[config.mk]
export PLATFORM = sky130hd
export DESIGN_NAME = axil_regs
export DESIGN_NICKNAME = d
export VERILOG_FILES = /design/src/hdl/hdc_pkg.sv /design/src/hdl/axil_regs.sv
export SDC_FILE = /design/constraint.sdc
export NUM_CORES = 1
export LEC_CHECK = 0
export ABC_AREA = 0
export BUFFER_PORTS_ARGS = -buffer_cell sky130_fd_sc_hd__buf_4
export CAP_MARGIN = 20
export CELL_PAD_IN_SITES_DETAIL_PLACEMENT = 0
export CELL_PAD_IN_SITES_GLOBAL_PLACEMENT = 2
export CORE_UTILIZATION = 32
export CTS_CLUSTER_SIZE = 16
export DETAILED_ROUTE_END_ITERATION = 8
export GPL_TIMING_DRIVEN = 0
export PLACE_DENSITY = 0.88
export SYNTH_ARGS = -nofsm -noshare
export SYNTH_HDL_FRONTEND = slang
export SYNTH_SLANG_ARGS = --single-unit
[constraint.sdc]
create_clock -name AXIS_ACLK -period 2.75 [get_ports AXIS_ACLK]
set_input_delay 0.275 -clock AXIS_ACLK [delete_from_list [all_inputs] [get_ports AXIS_ACLK]]
set_output_delay 0.275 -clock AXIS_ACLK [all_outputs]
set_load 0.01 [all_outputs]
[src/hdl/hdc_pkg.sv]
package hdc_pkg;

    // axi4-lite word and item index lane
    localparam int word_w = 32;
    // output stream beat
    localparam int out_w = 64;

    // register byte offsets
    localparam logic [31:0] reg_ctrl     = 32'h0000_0000;
    localparam logic [31:0] reg_item_num = 32'h0000_0004;

    // generator state whenever gen is low
    localparam logic [31:0] xorshift_seed = 32'd2463534242;

    typedef enum logic [2:0] {
        axil_idle,
        axil_addr_only,
        axil_data_only,
        axil_write_resp,
        axil_read_fetch,
        axil_read_resp
    } axil_state_t;

    typedef enum logic [1:0] {
        frame_accept,
        frame_drain,
        frame_capture,
        frame_send
    } frame_state_t;

endpackage

[src/hdl/axil_regs.sv]
module axil_regs (
    input  logic                        AXIS_ACLK,
    input  logic                        S_AXI_ARESETN,
    input  logic [31:0]                 s_axi_awaddr,
    input  logic                        s_axi_awvalid,
    output logic                        s_axi_awready,
    input  logic [hdc_pkg::word_w-1:0]  s_axi_wdata,
    input  logic                        s_axi_wvalid,
    output logic                        s_axi_wready,
    output logic                        s_axi_bvalid,
    output logic [1:0]                  s_axi_bresp,
    input  logic                        s_axi_bready,
    input  logic [31:0]                 s_axi_araddr,
    input  logic                        s_axi_arvalid,
    output logic                        s_axi_arready,
    output logic                        s_axi_rvalid,
    output logic [hdc_pkg::word_w-1:0]  s_axi_rdata,
    output logic [1:0]                  s_axi_rresp,
    input  logic                        s_axi_rready,
    input  logic                        gen_done,
    output logic                        run,
    output logic                        gen,
    output logic [15:0]                 item_num
);
    import hdc_pkg::*;

    axil_state_t       state;
    logic [31:0]       wr_addr;
    logic [31:0]       rd_addr;
    logic [word_w-1:0] wr_data;
    logic              wr_en;

    assign s_axi_awready = (state == axil_idle) || (state == axil_data_only);
    assign s_axi_wready  = (state == axil_idle) || (state == axil_addr_only);
    // a write on offer wins over a read in idle
    assign s_axi_arready = (state == axil_idle) && !s_axi_awvalid && !s_axi_wvalid;
    assign s_axi_bvalid  = state == axil_write_resp;
    assign s_axi_rvalid  = state == axil_read_resp;
    assign s_axi_bresp   = 2'b00;
    assign s_axi_rresp   = 2'b00;

    // register update on the b handshake
    assign wr_en = (state == axil_write_resp) && s_axi_bready;

    // ======================================================================
    // slave fsm
    // ======================================================================
    always_ff @(posedge AXIS_ACLK) begin
        if (!S_AXI_ARESETN) begin
            state <= axil_idle;
        end else begin
            case (state)
                axil_idle: begin
                    if (s_axi_awvalid && s_axi_wvalid) begin
                        state <= axil_write_resp;
                    end else if (s_axi_awvalid) begin
                        state <= axil_addr_only;
                    end else if (s_axi_wvalid) begin
                        state <= axil_data_only;
                    end else if (s_axi_arvalid) begin
                        state <= axil_read_fetch;
                    end
                end
                axil_addr_only: begin
                    if (s_axi_wvalid) begin
                        state <= axil_write_resp;
                    end
                end
                axil_data_only: begin
                    if (s_axi_awvalid) begin
                        state <= axil_write_resp;
                    end
                end
                axil_write_resp: begin
                    if (s_axi_bready) begin
                        state <= axil_idle;
                    end
                end
                axil_read_fetch: state <= axil_read_resp;
                axil_read_resp: begin
                    if (s_axi_rready) begin
                        state <= axil_idle;
                    end
                end
                default: state <= axil_idle;
            endcase
        end
    end

    // address and data capture
    always_ff @(posedge AXIS_ACLK) begin
        if (s_axi_awvalid && s_axi_awready) begin
            wr_addr <= s_axi_awaddr;
        end
        if (s_axi_wvalid && s_axi_wready) begin
            wr_data <= s_axi_wdata;
        end
        if (s_axi_arvalid && s_axi_arready) begin
            rd_addr <= s_axi_araddr;
        end
    end

    // ======================================================================
    // control and size registers
    // ======================================================================
    always_ff @(posedge AXIS_ACLK) begin
        if (!S_AXI_ARESETN) begin
            run      <= 1'b0;
            gen      <= 1'b0;
            item_num <= '0;
        end else begin
            if (wr_en && wr_addr == reg_ctrl) begin
                {run, gen} <= wr_data[1:0];
            end else if (gen_done) begin
                gen <= 1'b0;
            end
            if (wr_en && wr_addr == reg_item_num) begin
                item_num <= wr_data[15:0];
            end
        end
    end

    // read data settles in the fetch cycle
    always_ff @(posedge AXIS_ACLK) begin
        if (state == axil_read_fetch) begin
            case (rd_addr)
                reg_ctrl:     s_axi_rdata <= {{(word_w - 2){1'b0}}, run, gen};
                reg_item_num: s_axi_rdata <= {{(word_w - 16){1'b0}}, item_num};
                default:      s_axi_rdata <= '0;
            endcase
        end
    end

endmodule

==> impl.org, run 1 <==
** Run status
- Outcome :: finished clean

** Floorplan
- Area of the core region :: about 13000 um^2
- DIE HEIGHT :: 118 um
- Initial cell density of the core :: 0.326
- Overall die width :: 118 um
- In this run the count of I/O pins placed on the die edge is 163.
- Die Outline Area :: 13900 um^2
- The floorplan has 42 rows.

** Clock tree
- Clock tree synthesis found a total of 117 sinks.
- Post-CTS Resized :: 0
- The H-tree was split into 4 levels.
- Clock tree from TritonCTS :: built
- Clock root buffer :: clkbuf_16
- Clock latency on the worst-skew pair :: between 0.4 and 0.5 ns
- Number of hold buffers added after CTS :: 0
- Clock tree synthesis inserted a total of 17 buffers.
- Maximum buffer depth of the clock tree :: 2
- After clock tree synthesis, the setup repair step added 0 buffers.
- Clock-pin slew was measured on the worst setup and hold paths at ~0.05 ns.

** Timing
- Setup repair after global routing left no endpoint under its margin.
- Setup violations remaining at the end of the flow were counted as 0.
- Final worst path period need :: 2.18 ns
- The total count of hold-check failures in the final report was 0.
- Max Slew Vio Count :: 0
- Highest clock frequency the design can meet :: 459 MHz
- Max-slew headroom at the worst pin :: 0.542
- Share of the clock period used by the worst path :: 0.792
- After layout, the worst setup slack is 0.573 ns.
- At the pin with the least slew margin, the transition time is 0.688 ns.
- Final-layout worst hold slack :: roughly 0.038 ns
- The clock arrives with around 0.0056 ns of skew.

** GRT
- Global-route wire length before repair :: 13000 um
- Across every metal layer, demand over resource in global routing totals 0.128.
- Number of antenna violations at the first check in global routing :: 0
- The number of global-route vias before repair came to 2556.
- Overall overflow remaining after global route :: 0
- Entering global routing, the biggest net connects 25 pins.

** Synth
- In the synthesized netlist the async set-or-reset flop fraction comes to 0.
- Yosys reg bits :: 117
- Synthesis produced 268 cells.
- The compound-gate portion of the synthesized area was 0.0102.
- Cell taking the most area after synthesis :: edfxtp_1
- Top-area cell type share of the netlist area :: 0.670
- Of the total synthesized cell area, the portion taken by XOR and XNOR cells is 0.
- Of the total synthesized cell area, the portion taken by full adders, half adders and majority gates is 0.
- The mapped netlist covers 4300 um^2.
- Sequential element share of the synthesized area :: 0.767
- Most frequently used flop master after synthesis :: edfxtp_1
- Yosys Warn Count :: 0
- Area fraction in and, or, nand and nor cells after synthesis :: 0.126
- Of the post-synthesis cell area, the part taken by muxes is 0.0465.
- Leading post-synthesis cells by cell area :: edfxtp_1 (67%), dfxtp_1 (9.8%), mux2i_1 (4.7%)
- Main combinational cell family by area after synthesis :: simple AND/OR/NAND/NOR gates
- Each instance of the synthesized netlist takes up on average ~16 um^2.
- Distinct cells, synth :: 32
- The synthesized design contains 96 enable-type register cells.

** Finish
- Most frequent cells in the layout :: buf_4 (147), edfxtp_1 (96), nand2_1 (34), dfxtp_1 (21)
- The area growth from synthesis to layout is 44.3%.
- Leaving out fill and tap cells, the most frequent cell in the layout is buf_4.
- Layout cells sized above 1 :: 0.423
- The number of antenna diodes in the final layout is 0.
- Design Area, Final :: 6210 um^2
- At the end of the flow the core is filled with cells to 0.471.
- Final Net Count :: 538

** Setup path
- For the worst setup path, the data arrival time is 2.45 ns.
- Among all stages on the critical path, the largest delay is contributed by nor3_1.
- On the critical path the largest part of the delay comes from simple AND/OR/NAND/NOR gates.
- Crit start category :: flop
- In this design, the stage delay of the slowest critical-path cell is 0.53 ns.
- Number of buffer and inverter stages on the critical path :: 1
- Maximum fanout encountered on the critical timing path :: 10
- STA puts the critical path data required time at 3.02 ns.
- Cell-by-cell trace of the critical path :: nor4_1, nand4_1, nor3_1, clkbuf_1, and2_1
- The critical path in this run is classified as flop to flop.
- The worst register-to-register path has a depth of 5.
- The endpoint identified for the worst register-to-register timing path is s_axi_rdata[11]$_DFFE_PN_.
- In this run the register-to-register setup slack is ~0.57 ns.
- RR Startpoint :: rd_addr[14]$_DFFE_PP_
- STA classifies the critical path endpoint as a flop.

** Route
- Number of violations reported at the end of detailed-routing iteration 0 :: 88
- Number of vias in the routed layout :: 2561
- In the final routed layout, each cell accounts on average for 12.9 um.
- The detail route stage leaves a number of antenna-violating nets equal to 0.
- Routed vias/inst :: around 4
- The final layout contains routed wiring with a total length of 8060 um.
- DRC viols :: 0
- The first detailed-routing pass took 5 iterations.

** Min path
- Worst hold-check path type :: input port to flop
- For hold timing, the worst endpoint is wr_addr[14]$_DFFE_PP_.
- Hold Path Origin :: s_axi_awaddr[14]
- Worst hold path cell count :: 1

** Place
- Port buffering added 125 buffers.
- DP Wirelength :: 6090 um
- Before CTS, the worst setup slack after placement is 0.475 ns.
- Routability cong. :: 0.726
- Once placement finished, the instance area stood at 5610 um^2.

** Pwr
- For this design the static power due to leakage is 2.50 nW.
- Worst ir drop on vdd :: 389 uV
- Total power per unit cell area :: 721 nW/um^2

** Run
- Max-capacitance violation count :: 0
where the power goes:
part | internal (mW) | switching (mW) | leakage, nW | total (mW)
Clock | 1.52 | 0.719 | 0.298 | 2.24
Sequential | 1.99 | 0.0177 | 1.10 | 2.01
Combinational | 0.130 | 0.0973 | 1.10 | 0.227
layer usage:
layer / wire length, um / global-route usage
met5: 0 / 0
met4: 214 / 0.0865
met3: 635 / 0.0562
met2: 4030 / 0.209
met1: 3180 / 0.133
synthesized netlist by cell type, types with 3 or more instances:
cell and number:
buf_4 22, nor2_1 7, a21oi_1 3, edfxtp_1 96
dfxtp_1 21, clkbuf_1 6, nand2_1 34, nand4_1 3
mux2i_1 20, nor4_1 8, and2_1 17, nor4_2 4
nor3_1 7
cells by family (layout without fill, tap and decap cells):
| logic type | Yosys count | count (layout) |
|---|---|---|
| buf+inv | 30 | 190 |
| flops | 117 | 117 |
| simple gates | 94 | 94 |
| other cells | 1 | 20 |
| compound gates | 6 | 6 |
| mux | 20 | 20 |
state kept, by name, summed over array words and instances, names as in the netlist:
name / count
gen: 1
item_num: 16
rd_addr: 32
run: 1
s_axi_rdata: 16
state: 3
wr_addr: 32
wr_data: 16
per-stage QoR:
stage               power, mW  setup TNS (ns)  cells
finish                   4.48               0    623
global route             4.64               0    623
CTS                      4.54               0    623
detailed placement       2.27               0    591
global placement         2.25           -4.15    588
floorplan                2.13               0    287
worst max-delay path by stage:
stage / from / endpoint / slack [ns] / depth (start not counted)
floorplan: state[2]$_SDFFE_PN0P_ / rd_addr[0]$_DFFE_PP_ / 0.24 / 4
global placement: state[2]$_SDFFE_PN0P_ / s_axi_rdata[10]$_DFFE_PN_ / -0.26 / 2
detailed placement: rd_addr[6]$_DFFE_PP_ / s_axi_rdata[7]$_DFFE_PN_ / 0.47 / 5
CTS: rd_addr[6]$_DFFE_PP_ / s_axi_rdata[11]$_DFFE_PN_ / 0.46 / 5
global route: rd_addr[5]$_DFFE_PP_ / s_axi_rdata[7]$_DFFE_PN_ / 0.30 / 5
finish: rd_addr[14]$_DFFE_PP_ / s_axi_rdata[11]$_DFFE_PN_ / 0.57 / 5
worst register-to-register path: stages (launching register included):
cell      delay, ns
edfxtp_1       0.36
nor4_1         0.36
nand4_1        0.24
nor3_1         0.53
clkbuf_1       0.37
and2_1         0.18
final cells by class:
cell class,instances,area [um^2]
Timing Repair Buffer,128,1000
Multi-Input combinational cell,140,866
Tap cell,176,220
Clock inverter,11,156
Sequential cell,117,3300
Fill cell,1123,6980
Clock buffer,21,450
Inverter,1,3.75
Buffer,29,208
(Power assumes the default switching activity.)
==> run 2, diff against run 1 <==
--- a/config.mk
+++ b/config.mk
@@ -5,12 +5,12 @@
 export SDC_FILE = /design/constraint.sdc
 export NUM_CORES = 1
 export LEC_CHECK = 0
-export ABC_AREA = 0
+export ABC_AREA = 1
 export BUFFER_PORTS_ARGS = -buffer_cell sky130_fd_sc_hd__buf_4
 export CAP_MARGIN = 20
 export CELL_PAD_IN_SITES_DETAIL_PLACEMENT = 0
 export CELL_PAD_IN_SITES_GLOBAL_PLACEMENT = 2
-export CORE_UTILIZATION = 32
+export CORE_UTILIZATION = 30
 export CTS_CLUSTER_SIZE = 16
 export DETAILED_ROUTE_END_ITERATION = 8
 export GPL_TIMING_DRIVEN = 0
==> constraint.sdc (replaced) <==
create_clock -name AXIS_ACLK -period 2.1 [get_ports AXIS_ACLK]
set_input_delay 0.21 -clock AXIS_ACLK [delete_from_list [all_inputs] [get_ports AXIS_ACLK]]
set_output_delay 0.21 -clock AXIS_ACLK [all_outputs]
set_load 0.01 [all_outputs]
==> run 2 against run 1 <==
Against the previous run:
- sequential power rose by 54%
- non-clock buffer count increased by 81
- clock power rose by 29%
- sequential share of layout area decreased by 8.2 points
- highest routed layer unchanged
- largest cell class unchanged
==> impl.org, run 2 <==
** Run status
- Outcome :: finished clean

** GRT
- Number of antenna violations at the first check in global routing :: 0
- The first global-routing pass estimated 16900 um of wire.
- Overall overflow remaining after global route :: 0
- Via count of the first global-routing pass :: around 3600
- For this run, the total global-route usage over all layers was measured as 0.142.
- Largest net degree at the start of global routing :: 33

** Setup path
- Data on the critical path is required at its endpoint by roughly 1.9 ns.
- Endpoint of the worst register-to-register path :: rd_addr[28]$_DFFE_PP_
- The startpoint identified for the worst register-to-register timing path is state[0]$_SDFFE_PN0P_.
- STA classifies the critical path endpoint as an output pin.
- STA classifies the critical path startpoint as a flop.
- Tracing the worst setup path back leads to its startpoint at state[0]$_SDFFE_PN0P_.
- Cell depth of the worst flop-to-flop path :: 5
- Arrival time of the worst setup path :: between 1.5 and 2 ns
- Maximum fanout encountered on the critical timing path :: 7
- Setup slack of the worst register-to-register path :: 0.32 ns
- Path type of the worst setup path :: flop to output pin

** Synth
- Counting every instance in the synthesized netlist gives 406.
- Counting flops and latches in the post-synthesis netlist gives 117.
- Each instance of the synthesized netlist takes up on average about 11 um^2.
- Area of the mapped netlist :: 4620 um^2
- The synthesized netlist contains 25 unique library cells.
- During synthesis, Yosys emitted a total of 0 warnings.
- List of most frequent post-synthesis cells :: edfxtp_1 (96), nor2_1 (75), inv_1 (56)
- The largest total area in the synthesized netlist belongs to edfxtp_1.
- Of all flip-flops after synthesis, the portion carrying an async set or reset was 0.
- Sequential element share of the synthesized area :: 0.714
- In this run, synthesis inferred between 90 and 100 flip-flops with an integrated enable.
- Top-area cell type share of the netlist area :: 0.624
- By instance count, the leading cell after synthesis is edfxtp_1.
- Leading post-synthesis cells by cell area :: edfxtp_1 (62%), dfxtp_1 (9.1%), nor2_1 (6.1%)
- Most frequently used flop master after synthesis :: edfxtp_1

** Clock tree
- H-tree Lvls :: 4
- Number of CTS-inserted buffers :: 17
- Clock slew seen by the registers of the worst setup and hold paths :: 0.05 ns
- TritonCTS built the clock tree.
- Counting every sink on the clock net gives 117.
- The clock reaches the later pin of the worst-skew pair after 0.41 ns.
- CTS placed an instance of clkbuf_16 at the clock tree root.
- The clock passes through at most 2 buffers.

** Pwr
- Lkg Pwr :: 3.10 nW
- For this design the ratio of total power to cell area is 970 nW/um^2.
- Internal power :: 5.24 mW
- Part of the total power dissipated in sequential elements :: 0.434
- Of the total power, the clock network draws 0.404.
- In this run the power spent charging and discharging nets is around 1.9 mW.
- Switching fraction of total power :: 0.266
- The share of total power dissipated in combinational logic is 0.163.
- VDD sags by at most 600 uV.

** Place
- Summed over all nets, the half-perimeter wirelength after detailed placement is between 7000 and 8000 um.
- IO Port Bufs :: about 130
- Dpl ws :: 0.130 ns
- After detailed placement, the design holds a cell count of 742.
- The congestion estimate from routability-driven global placement came to 0.756.

** Timing
- Headroom to the max-slew limit came out at 0.400.
- At the pin with the least slew margin, the transition time is 0.899 ns.
- The total count of hold-check failures in the final report is 0.
- Total negative slack :: 0 ns
- Worst-case setup margin in the final layout :: about 0.26 ns
- The max-slew violation count came to 0.
- Based on the critical path, the design can be clocked at up to 542 MHz.
- Final setup violation count :: 0
- The clock arrives with 0.00930 ns of skew.
- The clock period could shrink to 1.84 ns.
- Of the available clock period, the critical path in the final layout requires 0.878.
- RSZ-0062 raised after global routing :: no

** Route
- After detailed routing, the total wire length is 10700 um.
- Number of vias in the routed layout :: roughly 3500
- Routed wire per std cell :: 12.5 um
- DRC viols :: 0
- The first detailed-routing pass ran for 4 iterations.
- Number of violations reported at the end of detailed-routing iteration 0 :: 97
- Using the TritonRoute via totals, the vias-per-cell ratio works out to 4.10.
- Detail Route Antenna Nets :: 0

** Run
- Max-capacitance violation count :: 0

** Finish
- Most common cell after layout, fill and taps aside :: buf_4
- Fin cells :: 855
- Total of fill cells in the finished design :: between 1000 and 1500
- Final Net Count :: 758
- Layout cells sized above 1 :: 0.297
- Biggest regs :: rd_addr x32, wr_addr x32
- Diodes inserted :: 0
- Relative to the synthesized area, the layout overhead comes to 59.0%.
- Most frequent cells in the layout :: buf_4 (147), edfxtp_1 (96), dlygate4sd3_1 (80), nor2_1 (74), inv_1 (56)

** Floorplan
- Area of the core region :: 15100 um^2
- The die covers 15900 um^2.
- In this run the count of I/O pins placed on the die edge is 163.
- The die is 126 um tall.
- For this configuration, the core starts out at a cell density of 0.305.
- Row generation in the floorplan step produced 45 rows.
- Overall die width :: approximately 130 um

** Min path
- Min-Delay Endpoint :: item_num[15]$_SDFFE_PN0P_
- The worst hold path was traced through 3 stages.
- Hold Path Origin :: S_AXI_ARESETN
- Worst hold-check path type :: input port to flop
[run 2: cell count changes after synthesis, moves of 3 or more]
cell | previous run | this run
a21oi_1 | 3 | 23
and2_1 | 17 | 0
buf_2 | 0 | 4
buf_6 | 0 | 3
clkbuf_1 | 6 | 1
inv_1 | 1 | 56
mux2i_1 | 20 | 0
nand2_1 | 34 | 49
nand3_1 | 1 | 32
nor2_1 | 7 | 75
nor3_2 | 0 | 3
nor4_1 | 8 | 1
nor4_2 | 4 | 0
[run 2: cell families after synthesis]
group / Yosys count / synth area share
buffers and inverters: 86 / 0.0920
other: 1 / 0.000811
AO/OA/AOI/OAI: 24 / 0.0260
flip-flops: 117 / 0.714
AND/OR/NAND/NOR: 178 / 0.167
[run 2: critical path, cell delays in order (launching register included)]
cell and delay [ns]:
dfxtp_1 0.38, nor2_1 0.14, nand2_1 0.26, nor3_2 0.27, buf_4 0.17
[run 2: metal layers]
layer / up-vias / GRT usage / wire length (um)
met4: 0 / 0.0751 / 189
met5: - / 0 / 0
li1: 1806 / - / -
met3: 15 / 0.0480 / 590
met2: 112 / 0.242 / 5350
met1: 1575 / 0.157 / 4530
[run 2: how the worst max path moves through the flow]
| stage | endpoint | cells past startpoint | slack, ns |
|---|---|---|---|
| 5_1_grt | s_axi_arready | 4 | 0.04 |
| 3_3_place_gp | rd_addr[4]$_DFFE_PP_ | 3 | -0.51 |
| 3_5_place_dp | wr_addr[16]$_DFFE_PP_ | 3 | 0.13 |
| 6_report | s_axi_arready | 4 | 0.26 |
| 2_1_floorplan | rd_addr[0]$_DFFE_PP_ | 3 | -0.01 |
| 4_1_cts | wr_addr[11]$_DFFE_PP_ | 3 | 0.14 |
[run 2: area by class of cell]
type / instances / area [um^2] / area share
flip-flops and latches: 117 / 3300 / 0.449
repair buffers: 209 / 1780 / 0.242
multi-input cells: 223 / 1010 / 0.138
clock buffers: 17 / 425 / 0.0579
well taps: 188 / 235 / 0.0320
inverters: 57 / 214 / 0.0291
plain buffers: 29 / 211 / 0.0288
clock inverters: 15 / 169 / 0.0230
[run 2: power by group through the flow]
| stage | clock [mW] | combinational, mW | sequential (mW) |
|---|---|---|---|
| 2_1_floorplan | 0 | 0.572 | 3.13 |
| 3_3_place_gp | 0 | 0.931 | 3.14 |
| 3_5_place_dp | 0 | 1.01 | 3.14 |
| 4_1_cts | 2.94 | 1.13 | 3.09 |
| 5_1_grt | 3.05 | 1.30 | 3.13 |
| 6_report | 2.88 | 1.16 | 3.09 |
[run 2: per-stage QoR]
step	area (um^2)	util	hold WS, ns	power (mW)
after floorplan	4710	-	0.309	3.70
after global placement	5890	0.389	0.389	4.07
after detailed placement	5940	0.392	0.389	4.15
after CTS	7330	0.484	0.0367	7.17
after global routing	7350	0.485	0.0532	7.48
final	7350	0.485	0.0549	7.13
[run 2: repair_timing]
action / 4_1_cts / 5_1_grt
hold buffers: 80 / 0
endpoints found under the setup margin: 0 / 32
buffers inserted: 0 / 0
gates resized for setup: 0 / 1
endpoints found under the hold margin: 80 / 0
==> run 3, diff against run 2 <==
--- a/config.mk
+++ b/config.mk
@@ -10,6 +10,7 @@
 export CAP_MARGIN = 20
 export CELL_PAD_IN_SITES_DETAIL_PLACEMENT = 0
 export CELL_PAD_IN_SITES_GLOBAL_PLACEMENT = 2
+export CORE_ASPECT_RATIO = 1.4
 export CORE_UTILIZATION = 30
 export CTS_CLUSTER_SIZE = 16
 export DETAILED_ROUTE_END_ITERATION = 8
==> run 3 against run 2 <==
Against the previous run:
- fmax is 6.1% lower
- sequential share of layout area is 0.18 points higher
- via count is 0.46% lower
- first-iteration DRC count is 5.2% lower
- hold slack better by 0.026 ns
- wire length is 0.38% lower
- global-route usage is 0.17 points lower
- combinational power hardly changed
- critical endpoint is now wr_addr[21]$_DFFE_PP_
- largest power group unchanged
==> impl.org, run 3 (synthesis gave the netlist of run 2 again) <==
** Finish
- Most frequent cells in the layout :: buf_4 (147), edfxtp_1 (96), dlygate4sd3_1 (80), nor2_1 (75), inv_1 (56)
- Layout cells sized above 1 :: 0.294
- Area overhead of the layout relative to synthesis :: 58.3%
- Most common cell after layout, fill and taps aside :: buf_4
- Diodes inserted :: 0
- The largest registers in the layout are rd_addr x32, wr_addr x32.
- The net count of the finished layout is 758.
- Design Area, Final :: 7320 um^2

** Run
- Across the run, the number of max-cap violations was 0.

** Route
- The first routing iteration left 92 violations.
- DRC viols :: 0
- Number of vias in the routed layout :: between 3000 and 4000
- The first TritonRoute pass finished after 4 iterations.
- Routed wire length :: 10600 um
- In this run the remaining antenna-violating nets after routing total 0.
- Dividing the detail-routed via count by the number of cells gives 4.07.
- Routed wire per std cell :: 12.4 um

** Setup path
- For the worst setup path, the data required time is ~2.1 ns.
- Critical-path cell with the highest stage delay :: a21oi_4
- Category of cells accounting for the largest share of critical-path delay :: compound AO/OA/AOI/OAI gates
- STA classifies the critical path startpoint as a flop.
- The worst setup path is captured at a flop.
- The largest single stage delay on the critical path is between 0.8 and 0.9 ns.
- Walking the worst path, the cells encountered are nor2_1, nand2_1, a21oi_4.
- Arrival time of the worst setup path :: 1.98 ns
- The critical path in this run is classified as flop to flop.
- Maximum fanout encountered on the critical timing path :: 32
- The critical path contains buffers and inverters numbering 0 combined.

** Timing
- Total negative slack :: 0 ns
- The worst pin sits at a relative slew slack of 0.331.
- The smallest clock period supported by the final layout is computed as a little under 2 ns.
- Share of the clock period used by the worst path :: 0.935
- Once routing completed, OpenROAD measured the worst setup slack at roughly 0.14 ns.
- Setup repair after global routing left no endpoint under its margin.
- Final-layout worst hold slack :: 0.0804 ns
- The total count of hold-check failures in the final report is 0.
- The max-slew violation count is 0.
- Final setup violation count :: 0
- Highest clock frequency the design can meet :: between 500 and 600 MHz
- For the pin with the worst max-slew slack, the measured transition is 1.00 ns.
- Largest clock skew in the final design :: 0.00889 ns

** Clock tree
- For this design, the CTS-stage hold fixing added 80 buffers.
- Maximum buffer depth of the clock tree :: 2
- The cell sitting at the root of the clock tree is a clkbuf_16.
- Post-CTS setup buffers :: 0
- At the later pin of the worst-skew pair, clock insertion delay measures 0.40 ns.
- The H-tree was split into 4 levels.
- For this design, the sink count on the clock tree is 117.
- TritonCTS built the clock tree.
- Clock slew seen by the registers of the worst setup and hold paths :: around 0.05 ns
- Gates resized during post-CTS repair numbered 0.
- Number of CTS-inserted buffers :: 17

** Floorplan
- Area of the core region :: 15100 um^2
- DIE HEIGHT :: 149 um
- Die Outline Area :: around 16000 um^2
- Standard-cell row count :: 53
- Initial cell density of the core :: 0.307
- Top Ports :: 163
- Overall die width :: about 110 um

** GRT
- Global-route wire length before repair :: approximately 17000 um
- Via count of the first global-routing pass :: ~3500
- For this run, global-route usage on met3 was measured as 0.0323.
- Met1 track demand over resource in global routing :: 0.148
- The total overflow left after global routing is 0.
- Entering global routing, the biggest net connects 33 pins.
- Total global-route track usage :: 0.141
- Most heavily used metal layer in global routing :: met2
- For met2 alone, demand over resource in global routing was 0.262.
- The number of antenna violations at the first check in global routing is 0.

** Place
- The wire-length estimate of the detail-placed layout is 7340 um.
- Buffers placed on the I/O ports in this run total 126.
- Routability cong. :: approximately 0.79
- Dpl ws :: 0.134 ns
- Area post-placement :: 5950 um^2

** Pwr
- Total power per unit cell area :: 953 nW/um^2
- For this design the static power due to leakage is 3.07 nW.
- Total power for the finished layout comes to 6.98 mW.
- IR analysis of the VDD net gives a maximum drop of 622 uV.

** Min path
- The path class of the tightest hold or removal check is input port to flop.

** Run status
- Outcome :: finished clean
-- run 3: changes by cell type in the layout (fill, tap and decap cells not counted), moves of 2 or more --
cell / delta
inv_6: -4
clkbuf_1: +2
clkinv_2: +3
inv_8: -2
clkinv_4: -3
clkinvlp_4: +5
-- run 3: worst reg2reg max path: cells and delay by family (launching register included) --
| kind | cells | cell delay (ns) |
|---|---|---|
| flops | 1 | 0.37 |
| simple gates | 2 | 0.37 |
| compound gates | 1 | 0.84 |
-- run 3: final cells by class --
type	instances	area (um^2)
inverters	57	214
multi-input cells	222	992
clock buffers	19	433
fillers	1375	7730
repair buffers	210	1790
clock inverters	13	134
well taps	192	240
flip-flops and latches	117	3300
plain buffers	29	211
-- run 3: worst paths after layout --
check / slack, ns / startpoint / depth (start not counted) / to
setup / recovery: 0.14 / state[1]$_SDFFE_PN0P_ / 3 / wr_addr[21]$_DFFE_PP_
hold / removal: 0.08 / S_AXI_ARESETN / 3 / item_num[15]$_SDFFE_PN0P_
setup reg to reg: 0.14 / state[1]$_SDFFE_PN0P_ / 3 / wr_addr[21]$_DFFE_PP_
hold reg to reg: 0.51 / item_num[7]$_SDFFE_PN0P_ / 2 / item_num[7]$_SDFFE_PN0P_
-- run 3: through the flow --
stage / utilization / std cells
6_report: 0.486 / 859
5_1_grt: 0.486 / 859
4_1_cts: 0.486 / 859
3_5_place_dp: 0.395 / 747
3_3_place_gp: 0.392 / 743
2_1_floorplan: - / 425
-- run 3: power breakdown --
group / internal (mW) / switching (mW) / leakage [nW]
combinational: 0.494 / 0.642 / 1.73
clock: 1.74 / 1.01 / 0.263
sequential: 2.97 / 0.125 / 1.08
total: 5.20 / 1.78 / 3.07
-- run 3: routing by layer --
metal | part of all wire | wire length [um]
met3 | 0.037 | 389
met5 | 0 | 0
met2 | 0.55 | 5850
met1 | 0.39 | 4170
met4 | 0.019 | 202
